$ cat config.mk
export PLATFORM = sky130hd
export DESIGN_NAME = az_meas_top
export DESIGN_NICKNAME = d
export VERILOG_FILES = /design/src/design/az_ctrl_pkg.sv /design/src/design/az_result_pkg.sv /design/src/design/az_meas_top.sv /design/src/design/az_phase_timer.sv /design/src/design/az_result_link.sv /design/src/design/az_sample_counter.sv /design/src/design/az_sequencer.sv
export SDC_FILE = /design/constraint.sdc
export NUM_CORES = 1
export LEC_CHECK = 0
export BUFFER_PORTS_ARGS = -buffer_cell sky130_fd_sc_hd__buf_2
export CAP_MARGIN = 20
export CORE_MARGIN = 8
export CORE_UTILIZATION = 64
export DETAILED_ROUTE_END_ITERATION = 16
export PLACE_DENSITY = 0.85
export SLEW_MARGIN = 20
export SYNTH_ARGS = -nofsm -noshare
export SYNTH_HDL_FRONTEND = slang
export SYNTH_HIERARCHICAL = 1
export SYNTH_SLANG_ARGS = --single-unit
$ cat constraint.sdc
create_clock -name clk -period 14 [get_ports clk]
set_input_delay 1.4 -clock clk [delete_from_list [all_inputs] [get_ports clk]]
set_output_delay 1.4 -clock clk [all_outputs]
set_load 0.005 [all_outputs]
$ cat src/design/az_ctrl_pkg.sv
////////////////////////////////////////////////////////////////////////////
// switch levels, az mux codes and phase encoding for the auto-zero sequencer.
////////////////////////////////////////////////////////////////////////////

`default_nettype none

package az_ctrl_pkg;

  // precharge switch levels.
  // boot holds the signal node on the precharge amplifier.
  localparam logic SW_PC_BOOT   = 1'b0;
  // signal connects the input to the converter.
  localparam logic SW_PC_SIGNAL = 1'b1;

  // az mux code that routes the precharge output to the converter.
  localparam logic [3:0] MUX_AZ_PC_OUT = 4'b1000;

  // sequencer phases, in the order one measurement walks through them.
  typedef enum logic [2:0] {
    IDLE         = 3'd0,
    BOOT_PROTECT = 3'd1,
    SETTLE       = 3'd2,
    SIG_SAMPLE   = 3'd3,
    REPROTECT    = 3'd4,
    ZERO_SAMPLE  = 3'd5,
    HANDOFF      = 3'd6
  } az_phase_e;

endpackage

`default_nettype wire

$ cat src/design/az_result_pkg.sv
////////////////////////////////////////////////////////////////////////////
// result packet carried from the sample counter to the consumer.
////////////////////////////////////////////////////////////////////////////

`default_nettype none

package az_result_pkg;

  // width of each window count.
  // wide enough for a full 1 nplc window at the real clock.
  localparam int COUNT_W = 24;

  // one signal/zero pair.
  // diff is one bit wider so the sign always fits.
  typedef struct packed {
    // ones counted while the signal was connected.
    logic [COUNT_W-1:0]      sig_count;
    // ones counted on the lo input.
    logic [COUNT_W-1:0]      zero_count;
    // sig_count minus zero_count.
    logic signed [COUNT_W:0] diff;
    // lo mux input used for the zero sample.
    logic [3:0]              mux_sel;
  } az_result_t;

endpackage

`default_nettype wire

$ cat src/design/az_meas_top.sv
////////////////////////////////////////////////////////////////////////////
// auto-zero measurement top. sequencer, phase timer, counter and link.
////////////////////////////////////////////////////////////////////////////

`timescale 1ns/10ps
`default_nettype none

module az_meas_top #(
  parameter int unsigned SAMPLE_CYCLES    = 400000,
  parameter int unsigned PRECHARGE_CYCLES = 20000,
  parameter int unsigned CREDITS          = 2
) (
  input  logic                      clk,
  input  logic                      reset,
  input  logic                      run,
  input  logic [3:0]                az_mux_val,
  input  logic                      comp,
  output logic                      sw_pc_ctl,
  output logic [3:0]                azmux,
  output logic [7:0]                monitor,
  output az_result_pkg::az_result_t result,
  output logic                      result_valid,
  input  logic                      credit_return
);

  // sequencer to timer.
  logic        timer_load;
  logic [31:0] timer_value;
  logic        timer_done;
  // sequencer to counter.
  logic        sig_window;
  logic        zero_window;
  logic        close;
  // sequencer and link.
  logic        send;
  logic        can_send;
  // counter to link.
  logic                      pair_ready;
  az_result_pkg::az_result_t pair;

  az_sequencer #(
    .SAMPLE_CYCLES    (SAMPLE_CYCLES),
    .PRECHARGE_CYCLES (PRECHARGE_CYCLES)
  ) u_sequencer (
    .clk         (clk),
    .reset       (reset),
    .run         (run),
    .az_mux_val  (az_mux_val),
    .timer_done  (timer_done),
    .can_send    (can_send),
    .timer_load  (timer_load),
    .timer_value (timer_value),
    .sw_pc_ctl   (sw_pc_ctl),
    .azmux       (azmux),
    .sig_window  (sig_window),
    .zero_window (zero_window),
    .close       (close),
    .send        (send),
    .monitor     (monitor)
  );

  az_phase_timer u_timer (
    .clk        (clk),
    .reset      (reset),
    .load       (timer_load),
    .load_value (timer_value),
    .done       (timer_done)
  );

  // azmux still holds the lo input on the close cycle.
  az_sample_counter u_counter (
    .clk         (clk),
    .reset       (reset),
    .comp        (comp),
    .sig_window  (sig_window),
    .zero_window (zero_window),
    .close       (close),
    .mux_sel     (azmux),
    .result      (pair),
    .pair_ready  (pair_ready)
  );

  az_result_link #(
    .CREDITS (CREDITS)
  ) u_link (
    .clk           (clk),
    .reset         (reset),
    .send          (send),
    .pair_ready    (pair_ready),
    .pair          (pair),
    .credit_return (credit_return),
    .can_send      (can_send),
    .result        (result),
    .result_valid  (result_valid)
  );

endmodule

`default_nettype wire

$ cat src/design/az_phase_timer.sv
////////////////////////////////////////////////////////////////////////////
// phase timer. the sequencer loads a length, done marks the last cycle.
////////////////////////////////////////////////////////////////////////////

`timescale 1ns/10ps
`default_nettype none

module az_phase_timer (
  input  logic        clk,
  input  logic        reset,
  input  logic        load,
  input  logic [31:0] load_value,
  output logic        done
);

  // cycles left in the current phase.
  logic [31:0] count;

  // load wins over the decrement.
  // a new phase is loaded on the same edge the old one ends.
  always_ff @(posedge clk or posedge reset)
  begin
    if (reset)
    begin
      count <= '0;
    end
    else if (load)
    begin
      count <= load_value;
    end
    else if (count != '0)
    begin
      // parks at zero once a phase has run out.
      count <= count - 32'd1;
    end
  end

  // high in the final cycle of the phase, so the sequencer leaves
  // on the next edge and the phase lasts exactly load_value cycles.
  assign done = (count == 32'd1);

endmodule

`default_nettype wire

$ cat src/design/az_result_link.sv
////////////////////////////////////////////////////////////////////////////
// credit-based sender of result packets. one slot is reserved per pair.
////////////////////////////////////////////////////////////////////////////

`timescale 1ns/10ps
`default_nettype none

module az_result_link #(
  parameter int unsigned CREDITS = 2
) (
  input  logic                      clk,
  input  logic                      reset,
  input  logic                      send,
  input  logic                      pair_ready,
  input  az_result_pkg::az_result_t pair,
  input  logic                      credit_return,
  output logic                      can_send,
  output az_result_pkg::az_result_t result,
  output logic                      result_valid
);

  localparam int CNT_W = $clog2(CREDITS + 1);

  // credits held, i.e. free entries in the consumer buffer.
  logic [CNT_W-1:0] credit_cnt;
  // slot reserved for the pair now being measured.
  logic             pending;
  logic             spend;

  // a packet leaves only with a credit in hand.
  assign spend    = pair_ready && (credit_cnt != '0);
  assign can_send = (credit_cnt != '0) && !pending;

  always_ff @(posedge clk or posedge reset)
  begin
    if (reset)
    begin
      credit_cnt   <= CNT_W'(CREDITS);
      // the boot pass measures a pair without going through handoff.
      pending      <= 1'b1;
      result_valid <= 1'b0;
    end
    else
    begin
      result_valid <= spend;
      // spend and return on one edge cancel out.
      if (spend && !credit_return)
        credit_cnt <= credit_cnt - 1'b1;
      else if (credit_return && !spend)
        credit_cnt <= credit_cnt + 1'b1;
      if (send)
        pending <= 1'b1;
      else if (spend)
        pending <= 1'b0;
    end
  end

  // held steady until the next packet.
  always_ff @(posedge clk)
  begin
    if (spend)
      result <= pair;
  end

endmodule

`default_nettype wire

$ cat src/design/az_sample_counter.sv
////////////////////////////////////////////////////////////////////////////
// counts comparator ones per window and latches the pair on close.
////////////////////////////////////////////////////////////////////////////

`timescale 1ns/10ps
`default_nettype none

module az_sample_counter (
  input  logic                      clk,
  input  logic                      reset,
  input  logic                      comp,
  input  logic                      sig_window,
  input  logic                      zero_window,
  input  logic                      close,
  input  logic [3:0]                mux_sel,
  output az_result_pkg::az_result_t result,
  output logic                      pair_ready
);

  // running counts for the open measurement.
  logic [az_result_pkg::COUNT_W-1:0] sig_acc;
  logic [az_result_pkg::COUNT_W-1:0] zero_acc;
  // zero-extend both counts before subtracting.
  logic signed [az_result_pkg::COUNT_W:0] diff_next;

  assign diff_next = $signed({1'b0, sig_acc}) - $signed({1'b0, zero_acc});

  always_ff @(posedge clk or posedge reset)
  begin
    if (reset)
    begin
      sig_acc    <= '0;
      zero_acc   <= '0;
      pair_ready <= 1'b0;
    end
    else
    begin
      // the pair is valid the cycle after close.
      pair_ready <= close;
      if (close)
      begin
        // start clean for the next measurement.
        sig_acc  <= '0;
        zero_acc <= '0;
      end
      else
      begin
        if (sig_window && comp)
          sig_acc <= sig_acc + 1'b1;
        if (zero_window && comp)
          zero_acc <= zero_acc + 1'b1;
      end
    end
  end

  // result register, written only when a pair closes.
  always_ff @(posedge clk)
  begin
    if (close)
    begin
      result.sig_count  <= sig_acc;
      result.zero_count <= zero_acc;
      result.diff       <= diff_next;
      result.mux_sel    <= mux_sel;
    end
  end

endmodule

`default_nettype wire

$ cat src/design/az_sequencer.sv
////////////////////////////////////////////////////////////////////////////
// auto-zero control FSM. steps the precharge switch and az mux through
// boot, settle, signal, re-protect and zero, then hands the pair off.
////////////////////////////////////////////////////////////////////////////

`timescale 1ns/10ps
`default_nettype none

module az_sequencer #(
  parameter int unsigned SAMPLE_CYCLES    = 400000,
  parameter int unsigned PRECHARGE_CYCLES = 20000
) (
  input  logic        clk,
  input  logic        reset,
  input  logic        run,
  input  logic [3:0]  az_mux_val,
  input  logic        timer_done,
  input  logic        can_send,
  output logic        timer_load,
  output logic [31:0] timer_value,
  output logic        sw_pc_ctl,
  output logic [3:0]  azmux,
  output logic        sig_window,
  output logic        zero_window,
  output logic        close,
  output logic        send,
  output logic [7:0]  monitor
);

  az_ctrl_pkg::az_phase_e state;
  az_ctrl_pkg::az_phase_e next_state;
  // lo input captured in settle, used for this cycle's zero sample.
  logic [3:0] lo_sel;

  ////////////////////////////////////////////////////////////////////////////
  // next state.

  always_comb
  begin
    next_state = state;
    case (state)
      az_ctrl_pkg::IDLE:
        next_state = az_ctrl_pkg::BOOT_PROTECT;
      az_ctrl_pkg::BOOT_PROTECT:
        if (timer_done)
          next_state = az_ctrl_pkg::SETTLE;
      az_ctrl_pkg::SETTLE:
        if (timer_done)
          next_state = az_ctrl_pkg::SIG_SAMPLE;
      az_ctrl_pkg::SIG_SAMPLE:
        if (timer_done)
          next_state = az_ctrl_pkg::REPROTECT;
      az_ctrl_pkg::REPROTECT:
        if (timer_done)
          next_state = az_ctrl_pkg::ZERO_SAMPLE;
      az_ctrl_pkg::ZERO_SAMPLE:
        if (timer_done)
          next_state = az_ctrl_pkg::HANDOFF;
      az_ctrl_pkg::HANDOFF:
        // a credit must be reserved before the next pair is measured.
        if (can_send && run)
          next_state = az_ctrl_pkg::SETTLE;
      default:
        next_state = az_ctrl_pkg::IDLE;
    endcase
  end

  // every phase except handoff is timed; idle is never re-entered.
  assign timer_load  = (next_state != state) && (next_state != az_ctrl_pkg::HANDOFF);
  assign timer_value = (next_state == az_ctrl_pkg::SIG_SAMPLE ||
                        next_state == az_ctrl_pkg::ZERO_SAMPLE) ?
                       32'(SAMPLE_CYCLES) : 32'(PRECHARGE_CYCLES);

  // reserve the link slot on the way out of handoff.
  assign send = (state == az_ctrl_pkg::HANDOFF) && can_send && run;

  ////////////////////////////////////////////////////////////////////////////
  // state and switch registers, updated on the edge a phase is entered.

  always_ff @(posedge clk or posedge reset)
  begin
    if (reset)
    begin
      state       <= az_ctrl_pkg::IDLE;
      sw_pc_ctl   <= az_ctrl_pkg::SW_PC_BOOT;
      azmux       <= az_ctrl_pkg::MUX_AZ_PC_OUT;
      lo_sel      <= '0;
      sig_window  <= 1'b0;
      zero_window <= 1'b0;
      close       <= 1'b0;
      monitor     <= '0;
    end
    else
    begin
      state <= next_state;
      // one pulse in the first handoff cycle.
      close <= (state == az_ctrl_pkg::ZERO_SAMPLE) && (next_state == az_ctrl_pkg::HANDOFF);
      if (next_state != state)
      begin
        case (next_state)
          az_ctrl_pkg::BOOT_PROTECT:
          begin
            // protect the signal before touching the az mux.
            sw_pc_ctl <= az_ctrl_pkg::SW_PC_BOOT;
            monitor   <= '0;
          end
          az_ctrl_pkg::SETTLE:
          begin
            // pc is at boot here, safe to move the az mux.
            azmux      <= az_ctrl_pkg::MUX_AZ_PC_OUT;
            lo_sel     <= az_mux_val;
            monitor[0] <= 1'b1;
            monitor[3] <= 1'b0;
          end
          az_ctrl_pkg::SIG_SAMPLE:
          begin
            sw_pc_ctl  <= az_ctrl_pkg::SW_PC_SIGNAL;
            sig_window <= 1'b1;
            monitor[1] <= 1'b1;
          end
          az_ctrl_pkg::REPROTECT:
          begin
            sw_pc_ctl  <= az_ctrl_pkg::SW_PC_BOOT;
            sig_window <= 1'b0;
            monitor[1] <= 1'b0;
          end
          az_ctrl_pkg::ZERO_SAMPLE:
          begin
            // lo input is sampled with the signal still protected.
            azmux       <= lo_sel;
            zero_window <= 1'b1;
            monitor[0]  <= 1'b0;
            monitor[2]  <= 1'b1;
          end
          az_ctrl_pkg::HANDOFF:
          begin
            zero_window <= 1'b0;
            monitor[2]  <= 1'b0;
            monitor[3]  <= 1'b1;
          end
          default:
          begin
            monitor <= '0;
          end
        endcase
      end
    end
  end

endmodule

`default_nettype wire

Word-level counts from Yosys, hierarchy flattened. Cells that the tools add are included.

Bitwise operators: 4. Equal/unequal tests: 15. Muxes and demuxes: 26. Reductions and logical operators: 41. Add/subtract/negate cells: 6.

Operators with widths (count): 2-to-1 mux 24 bit (4); 2-to-1 mux 32 bit (2); adder 24 x 1 -> 24 bit, second input constant (2); == test 32 x 1 -> 1 bit, second input constant (1); nonzero test 32 bit (1); subtractor 32 x 1 -> 32 bit, second input constant (1); subtractor 24 x 24 -> 25 bit (1); one-hot mux 3 bit (7 select lines) (1); nonzero test 2 bit (10); 2-to-1 mux 19 bit (1); == test 3 bit, second input constant (6); 2-to-1 mux 3 bit (6); AND reduction 2 bit (9); one-hot mux 1 bit (2 select lines) (7); == test 3 x 2 -> 1 bit, second input constant (4); OR reduction 3 bit (4); logical AND 1 bit (11); one-hot mux 4 bit (2 select lines) (1); == test 3 x 1 -> 1 bit, second input constant (2); 2-to-1 mux 2 bit (2); NOT 1 bit (4); zero test 1 bit (3); zero test 3 bit (1); inequality test 3 bit (1); other kinds (6) (7).

Input port bits: 9. Register bits after elaboration: 258. Output and inout port bits: 91.

Logic depth before layout (Yosys ltp). Gate-level depths: netlist (run 1).

Depth in word-level cells: 9. Mapped depth: 12.

Modules after synthesis. The synthesis (run 1) kept the hierarchy.

By module, submodules not included: az_sample_counter (instances 1, seq. area each 3538.4 um2, area each 6075.8 um2, cells each 529); az_result_link (instances 1, seq. area each 2414.8 um2, area each 2489.9 um2, cells each 93); az_phase_timer (instances 1, seq. area each 800.8 um2, area each 1934.4 um2, cells each 200); az_sequencer (instances 1, seq. area each 476.7 um2, area each 1272.5 um2, cells each 134).

Worst setup path after synthesis (run 1). OpenSTA, ideal clock, no wires.

Path kind: flip-flop to flip-flop. Start: register u_link.credit_cnt[1]. End: register u_link.credit_cnt[1]. Library setup time: 75 ps. Stages on the path, launching flop included: 6. Arrival time: 5087 ps. Path slack: 8838 ps. Data required time: 13925 ps. Clock period less this slack: 5162 ps. Cell sequence: dfstp_2 -> nor2_1 -> nor2b_1 -> ha_1 -> nor2_1 -> xor2_1.

Cells in the longest elaborated chain, start to end: 5. Elaborated cells on any way between the ends: 10. Those cells by class: add/sub (2); mux (2); reduce/logical (6).

Ends and longest elaborated chain: start: declaration (line az_result_link.sv:25) `logic [CNT_W-1:0] credit_cnt;`; start signal: assignment (line az_result_link.sv:38) `credit_cnt <= CNT_W'(CREDITS);`; start signal: assignment (line az_result_link.sv:48) `credit_cnt <= credit_cnt - 1'b1;`; start signal: assignment (line az_result_link.sv:50) `credit_cnt <= credit_cnt + 1'b1;`; nonzero test 2 bit (*) (line az_result_link.sv:31) `assign spend = pair_ready && (credit_cnt != '0);`; logical AND 1 bit (*) (line az_result_link.sv:31); named net u_link.spend (line az_result_link.sv:28) `logic spend;`; zero test 1 bit (line az_result_link.sv:49) `else if (credit_return && !spend)`; logical AND 1 bit (line az_result_link.sv:49); nonzero test 2 bit (no source line).

The timed path passes the listed nets; every way through them passes the cells marked *. The select of a mux whose other input is x is not followed. A chain may end at the register's enable or synchronous reset.

Worst setup path in the final report (run 1).
Start: register u_timer.count[25]. End: register u_timer.count[3].

Cells in the longest elaborated chain, start to end: 6. Elaborated cells on any way between the ends: 13. Those cells by class: eq/ne (3); mux (7); reduce/logical (3).

Ends and longest elaborated chain: start: declaration (line az_phase_timer.sv:17) `logic [31:0] count;`; start signal: assignment (line az_phase_timer.sv:29) `count <= load_value;`; start signal: assignment (line az_phase_timer.sv:34) `count <= count - 32'd1;`; == test 32 x 1 -> 1 bit (*) (line az_phase_timer.sv:40) `assign done = (count == 32'd1);`; named net timer_done (line az_meas_top.sv:29) `logic timer_done;`; 2-to-1 mux 3 bit, on equally long branches; one-hot mux 3 bit (7 select lines) (*) (line az_sequencer.sv:41) `case (state)`; inequality test 3 bit (line az_sequencer.sv:69) `assign timer_load = (next_state != state) && (next_state != az_ctrl_pkg::HANDOFF);`; logical AND 1 bit (*) (line az_sequencer.sv:69); named net timer_load (line az_meas_top.sv:27) `logic timer_load;`; 2-to-1 mux 32 bit or nonzero test 2 bit (tied branches).

The timed path passes the listed nets; every way through them passes the cells marked *.

==> results of run 1 <==
metrics by stage:
stage,util,cells,power [W],setup slack [ns]
2_1_floorplan,-,983,0.000840,8.84
3_3_place_gp,0.679,1240,0.000839,10.80
3_5_place_dp,0.679,1240,0.000840,10.72
4_1_cts,0.728,1288,0.00154,10.74
5_1_grt,0.728,1288,0.00157,10.43
6_report,0.728,1288,0.00153,10.74
path summary, 6_finish.rpt:
check / cells past startpoint / end
worst max-delay path: 9 / u_timer/count[3]
worst min-delay path: 0 / u_link/result[49]
worst max register to register: 9 / u_timer/count[3]
worst min register to register: 0 / u_link/result[49]
max in group asynchronous: 2 / u_counter/sig_acc[23]
min in group asynchronous: 2 / u_link/credit_cnt[0]
cell usage after synthesis, drive strengths merged, types with 15 or more instances:
cell type / count / area (µm²)
clkbuf: 23 / 86.3
nor3: 21 / 126
a21oi: 28 / 140
a21o: 15 / 113
o21ai: 50 / 262
xnor2: 64 / 561
xor2: 25 / 219
inv: 45 / 169
nor4: 19 / 216
buf: 48 / 358
ha: 29 / 363
nor2: 77 / 289
edfxtp: 154 / 4620
nand4: 19 / 134
nand3: 26 / 148
dfrtp: 101 / 2530
nand2: 84 / 315
area by class of cell:
type | count | area (µm²) | share of cell area
clock buffer | 34 | 711 | 0.0542
clock inverter | 14 | 175 | 0.0134
inverter | 45 | 170 | 0.0130
multi-input combinational | 609 | 4040 | 0.308
sequential | 258 | 7230 | 0.551
tap | 229 | 287 | 0.0218
timing repair buffer | 99 | 505 | 0.0385
registers in the layout (all words and copies together), names as in the netlist, 2 cells and up:
| signal | cells |
|---|---|
| u_sequencer/monitor | 4 |
| u_counter/result | 77 |
| u_sequencer/lo_sel | 4 |
| u_counter/sig_acc | 24 |
| u_counter/zero_acc | 24 |
| u_sequencer/azmux | 4 |
| u_sequencer/state | 3 |
| u_timer/count | 32 |
| u_link/credit_cnt | 2 |
| u_link/result | 77 |
power by group through the flow:
stage / combinational [W] / sequential [W] / clock, W
after detailed placement: 0.0000167 / 0.000823 / 0
after global placement: 0.0000163 / 0.000823 / 0
final: 0.0000175 / 0.000808 / 0.000704
after CTS: 0.0000179 / 0.000808 / 0.000717
after global routing: 0.0000197 / 0.000808 / 0.000744
after floorplan: 0.0000179 / 0.000822 / 0
cell families after synthesis:
kind of cell | count (synthesis)
adder cells (fa/ha/maj) | 30
XOR/XNOR | 89
buffers and inverters | 116
AND/OR/NAND/NOR | 306
multiplexers | 8
flip-flops | 258
other | 2
AO/OA/AOI/OAI | 147
routing by layer:
metal / global-route usage / vias up / share of wire
met2: 0.347 / 227 / 0.50
met3: 0.0356 / 52 / 0.065
met4: 0.0730 / 0 / 0.028
li1: - / 3526 / -
met1: 0.269 / 3679 / 0.41
met5: 0 / - / 0
==> results.toml, run 1 <==
[clocking]
cts_setup_buffers = 0
cts_buffers = 26
cts.clk_slew.worst_paths_ns = 0.06
cts_tree = "built"
htree_levels = 1
cts-root-buf = "clkbuf_16"
cts.sinks = 258
hold_buffers = 0
clk_path_buf_depth = 3
cts_resized = 0
insertion_delay_ns = 0.53

[detailed_routing]
wl_per_cell_um = 18.3
ant_nets = 0
vias = 7484
dr.first_iter.drc_count = 456
wirelength_mm = 23.6
drc_errors = 0
first_pass_iters = 5
via_per_inst = 5.81

[floorplan]
die_w_um = 152
die_h_um = 152
start_util = 0.653
io_pins = 100
fp.coreArea_um2 = 18000
die_area_um2 = 23000
rows = 49

[power]
internal-power_w = 0.00123
combPwrFrac = 0.011
p_sw_w = 0.000302
p_seq_frac = 0.528
leakagePower_nw = 5.10
p_sw_frac = 0.197
pwr-share-clk = 0.460
p_per_area_nw_per_um2 = 117
peakVddDrop_v = 0.000124

[place]
gp_congestion = 0.910
dp_hpwl_mm = 15.5
io_buffers = 95
dpl_cell_area_um2 = 12200

[layout]
n_antenna_cell = 0
final_area_um2 = 13100
mostFrequentLayoutCell = "edfxtp_1"
syn2layout_area_growth_pct = 11.4
final_nets = 1078
drive_gt1_frac = 0.175
fill_cells = 1154
final_cell_mix = "edfxtp_1, dfrtp_1, buf_2"

[worst_setup_path]
worst_path_max_delay_cell = "nor4_1"
critPathMaxStageDelay_ns = 0.58
critPathBufInv = 2
critPathLaunchType = "register"
worst-setup-path-type = "reg -> reg"
cpMostUsedCell = "buf_4"
worstPathCellList = "nor4_1 -> nand4_1 -> nor3_1 -> buf_4 -> and2b_1 -> a22o_1 -> buf_4 -> or2_2 -> o21ai_0"
worstSetupStartpoint = "u_timer/count[25]"
crit_family = "simple AND/OR/NAND/NOR gates"
path_max_fanout = 46
r2r_slack_ns = 10.74
cp.arrival_ns = 3.65
cp-end-kind = "register"
rr_startpoint = "u_timer/count[25]"
cp.required_ns = 14.40

[grt]
grt_pass1_vias = 7557
antenna_found_initial = 0
grtUsageTotal = 0.207
overflow = 0
grt_pass1_wl_mm = 37.9
grt_max_degree = 70

[status]
status = "completed"

[synth]
synth_xor_area_frac = 0.0662
synth_fa_ha_area_frac = 0.0325
syn_avg_cell_area_um2 = 12.3
ys_seq_area_frac = 0.614
ys_warn_count = 6
yosys.area_share.simple = 0.143
synth_compound_area_frac = 0.0822
synth-seq-cells = 258
synth.area.mux_share = 0.00872
ys_types = 83
synth_top_family_by_area = "simple AND/OR/NAND/NOR gates"
async_reset_ff_frac = 0.403
synth_area_um2 = 11800
ys.flop_type = "edfxtp_1"
netlist_instances = 956
synth_edf_count = 154

[timing]
rsz0062_at_grt = "no"
setup_viol = 0
skew_ns = 0.0182
period_minus_slack_ns = 3.26
holdWs_ns = 0.417
finalMaxSlewViolations = 0
period_share = 0.233
finalHoldViolCount = 0
worst_slew_pin_slew_ns = 1.11
max_freq_ghz = 0.307
fin_tns_setup_ns = 0
relSlewSlack = 0.261

[hold_path]
worstHoldStart = "u_counter/result[49]"
hold_path.class = "reg -> reg"

[run]
maxCapViolCount = 0
Power figures use the tool's default switching activity.
==> run 2, diff against run 1 <==
CORE_UTILIZATION = 60   (was 64)
PLACE_DENSITY = 0.8   (was 0.85)
clock period = 3.09 ns   (was 14 ns; I/O delays follow)
==> run 2 against run 1 <==
  * Critical endpoint is now u_timer/count[1]
  * Via count shrank 1.9%
  * Final cell count grew 3.3%
  * Register-to-register slack lost 10 ns
  * Global-route usage shrank 2.0 points
  * Non-clock buffer count grew 7
  * Sequential share of layout area shrank 0.69 points
==> results.toml, run 2 (synthesis gave the netlist of run 1 again) <==
[layout]
n_antenna_cell = 0
final_nets = 1085
fill_cells = 1342
syn2layout_area_growth_pct = 12.8
mostFrequentLayoutCell = "edfxtp_1"
top_regs = "u_counter/result x77, u_link/result x77, u_timer/count x32"
final_cell_mix = "edfxtp_1, dfrtp_1, buf_2"
drive_gt1_frac = 0.178

[grt]
grt_pass1_wl_mm = 36.7
antenna_found_initial = 0
overflow = 0
grtUsageTotal = 0.187
grt_pass1_vias = 7250
grt_max_degree = 75

[floorplan]
die_h_um = 156
io_pins = 100
fp.coreArea_um2 = 19300
die_area_um2 = 24400
die_w_um = 156
rows = 51
start_util = 0.609

[clocking]
cts_resized = 0
cts.clk_slew.worst_paths_ns = 0.07
cts.sinks = 258
cts-root-buf = "clkbuf_16"
htree_levels = 1
insertion_delay_ns = 0.52
cts_tree = "built"
clk_path_buf_depth = 3
cts_buffers = 26

[place]
dp_hpwl_mm = 15.0
io_buffers = 95
gp_congestion = 0.846

[worst_setup_path]
critPathLaunchType = "register"
cp-end-kind = "register"
cp.arrival_ns = 3.16
path_max_fanout = 45
r2r_cells = 7
worst-setup-path-type = "reg -> reg"
cp.required_ns = 3.50

[timing]
period_share = 0.890
max_freq_ghz = 0.364
setup_viol = 0
relSlewSlack = 0.525
fin_tns_setup_ns = 0
finalMaxSlewViolations = 0
period_minus_slack_ns = 2.75
rsz0062_at_grt = "no"
skew_ns = 0.0106
finalHoldViolCount = 0
worst_slew_pin_slew_ns = 0.711

[power]
leakagePower_nw = 5.15
p_per_area_nw_per_um2 = 526
peakVddDrop_v = 0.000438
power.total_w = 0.00698

[detailed_routing]
wl_per_cell_um = 16.9
ant_nets = 0
first_pass_iters = 5
drc_errors = 0
wirelength_mm = 22.5
via_per_inst = 5.52
dr.first_iter.drc_count = 429
vias = 7345

[hold_path]
holdPathStages = 2
hold_path.class = "in -> reg"

[status]
status = "completed"

[run]
maxCapViolCount = 0
## run 2: cell types whose count changed in the layout (fill, tap and decap cells not counted), sizes merged
cell | before | now
buf | 99 | 103
dlygate4sd3 | 0 | 3
clkinv | 6 | 5
clkbuf | 34 | 35
## run 2: final timing paths
check | startpoint | endpoint | slack [ns]
worst min-delay path | az_mux_val[2] | u_sequencer/lo_sel[2] | 0.02
worst max register to register | u_timer/count[25] | u_timer/count[1] | 0.34
worst max-delay path | u_timer/count[25] | u_timer/count[1] | 0.34
worst min register to register | u_counter/result[35] | u_link/result[35] | 0.41
max in group asynchronous | reset | u_sequencer/close | 2.07
min in group asynchronous | reset | u_link/result_valid | 0.27
## run 2: repair_timing
action	4_1_cts	5_1_grt
hold buffers	3	0
endpoints found under the hold margin	105	0
buffers inserted	0	0
## run 2: layout make-up
class | instances | area, µm² | share of cell area
Sequential cell | 258 | 7230 | 0.545
Multi-Input combinational cell | 609 | 4040 | 0.304
Clock buffer | 35 | 736 | 0.0554
Timing Repair Buffer | 106 | 603 | 0.0454
Tap cell | 265 | 332 | 0.0250
Inverter | 45 | 171 | 0.0129
Clock inverter | 13 | 166 | 0.0125
## run 2: per-layer routing
metal	track usage	part of all wire	routed length, µm
met5	0	0	0
met4	0.0624	0.024	546
met3	0.0324	0.062	1400
met2	0.309	0.48	10900
met1	0.247	0.43	9690
## run 2: where the power goes
part | internal (W) | total (W) | switching (W)
Clock | 0.00194 | 0.00324 | 0.00130
Sequential | 0.00365 | 0.00366 | 0.0000133
Combinational | 0.0000267 | 0.0000848 | 0.0000581
## run 2: critical path, stage by stage (launching register included)
cell and delay (ns):
dfrtp_1 0.41, nor4_1 0.56, nand4_1 0.29, nor3_2 0.36, and2b_1 0.21, a22o_1 0.21, buf_12 0.23, mux2_2 0.36
## run 2: per-stage QoR
step | util | setup slack [ns] | cells | area, µm² | hold slack, ns
global placement | 0.639 | 0.530 | 1280 | 12400 | 0.247
CTS | 0.687 | 0.397 | 1331 | 13300 | 0.000949
floorplan | - | 0.0677 | 983 | 11900 | 0.0736
detailed placement | 0.639 | 0.413 | 1280 | 12400 | 0.261
finish | 0.687 | 0.339 | 1331 | 13300 | 0.0181
global route | 0.687 | 0.170 | 1331 | 13300 | 0.00501
==> run 3, diff against run 2 <==
CORE_UTILIZATION = 47   (was 60)
PLACE_DENSITY = 0.65   (was 0.8)
==> run 3 against run 2 <==
  * Combinational power shrank 2%
  * Global-route usage decreased by 4.0 points
  * First-iteration DRC count decreased by 14%
==> results.toml, run 3 (synthesis gave the netlist of run 1 again) <==
[floorplan]
rows = 58
start_util = 0.473
die_w_um = 174
die_area_um2 = 30400
fp.coreArea_um2 = 24900
io_pins = 100
die_h_um = 174

[clocking]
cts-root-buf = "clkbuf_16"
cts.sinks = 258
cts_buffers = 27
clk_path_buf_depth = 3
cts_resized = 0
htree_levels = 1
insertion_delay_ns = 0.53
cts_tree = "built"
cts.clk_slew.worst_paths_ns = 0.06

[run]
maxCapViolCount = 0

[power]
peakVddDrop_v = 0.000339
p_sw_w = 0.00133
internal-power_w = 0.00554
combPwrFrac = 0.012
p_per_area_nw_per_um2 = 514
pwr-share-clk = 0.456
p_sw_frac = 0.194
leakagePower_nw = 5.16
p_seq_frac = 0.532

[grt]
antenna_found_initial = 1
grt_pass1_vias = 7183
grt_pass1_wl_mm = 37.1
grtUsageTotal = 0.147
grt_max_degree = 49
overflow = 0

[worst_setup_path]
critPathLaunchType = "register"
cp.arrival_ns = 3.02
cp.required_ns = 3.35
worst-setup-path-type = "reg -> reg"
cp-end-kind = "register"
path_max_fanout = 6

[timing]
relSlewSlack = 0.495
fin_tns_setup_ns = 0
holdWs_ns = 0.126
worst_slew_pin_slew_ns = 0.757
setup_viol = 0
rsz0062_at_grt = "no"
max_freq_ghz = 0.362
finalMaxSlewViolations = 0
finalHoldViolCount = 0
skew_ns = 0.0241
period_minus_slack_ns = 2.76
period_share = 0.894

[detailed_routing]
drc_errors = 0
wl_per_cell_um = 16.0
ant_nets = 0
wirelength_mm = 22.5
via_per_inst = 5.16
vias = 7249
first_pass_iters = 5
dr.first_iter.drc_count = 370

[place]
gp_congestion = 0.874
dpl_cell_area_um2 = 12500
dp_hpwl_mm = 15.9
io_buffers = 95

[layout]
n_antenna_cell = 0
final_cell_mix = "edfxtp_1, dfrtp_1, buf_2"
top_regs = "u_counter/result x77, u_link/result x77, u_timer/count x32"
syn2layout_area_growth_pct = 13.7
drive_gt1_frac = 0.176
final_nets = 1093
mostFrequentLayoutCell = "edfxtp_1"
final_area_um2 = 13400

[status]
status = "completed"

[hold_path]
hold_path.class = "in -> reg"
-- run 3: metal layers --
metal  track usage  vias up  share of wire
li1              -     3556              -
met3        0.0315       38          0.052
met1         0.193     3505           0.45
met2         0.239      148           0.47
met4        0.0495        2          0.025
met5             0        -        0.00044
-- run 3: layout make-up --
type | count | area [µm²]
clock inverters | 14 | 154
inverters | 45 | 169
clock buffers | 36 | 709
fillers | 2149 | 11500
multi-input cells | 609 | 4040
well taps | 330 | 413
repair buffers | 113 | 661
flip-flops and latches | 258 | 7230
-- run 3: worst paths after layout --
kind | startpoint | end | slack [ns] | cells past startpoint
worst min register to register | u_counter/result[42] | u_link/result[42] | 0.41 | 0
worst max register to register | u_counter/zero_acc[1] | u_counter/result[27] | 0.33 | 8
worst max-delay path | u_counter/zero_acc[1] | u_counter/result[27] | 0.33 | 8
min in group asynchronous | reset | u_link/credit_cnt[0] | 0.25 | 3
max in group asynchronous | reset | u_counter/zero_acc[20] | 1.90 | 4
worst min-delay path | comp | u_counter/sig_acc[1] | 0.13 | 3
-- run 3: timing repair --
action,in CTS,in global routing
hold endpoints to repair,76,0
hold buffers,5,0
buffers inserted,0,0
setup endpoints to repair,0,0
-- run 3: power groups by stage --
stage / combinational (W) / clock (W) / sequential [W]
CTS: 0.0000864 / 0.00324 / 0.00366
floorplan: 0.0000847 / 0 / 0.00373
global route: 0.0000981 / 0.00337 / 0.00366
global placement: 0.0000800 / 0 / 0.00373
detailed placement: 0.0000814 / 0 / 0.00373
finish: 0.0000830 / 0.00313 / 0.00366
-- run 3: critical path: stages, from the launching register on --
cell and delay [ns]:
dfrtp_1 0.45, inv_1 0.07, ha_1 0.26, nor2b_1 0.20, o2111a_1 0.26, o2111ai_1 0.23
a2111oi_0 0.70, o32ai_1 0.18, xnor2_1 0.15
-- run 3: through the flow --
stage	instances	power, W	setup WS [ns]	utilization
CTS	1405	0.00698	0.346	0.538
global route	1405	0.00713	0.193	0.538
detailed placement	1350	0.00381	0.371	0.501
floorplan	983	0.00381	0.0677	-
global placement	1350	0.00381	0.427	0.501
finish	1405	0.00687	0.329	0.538
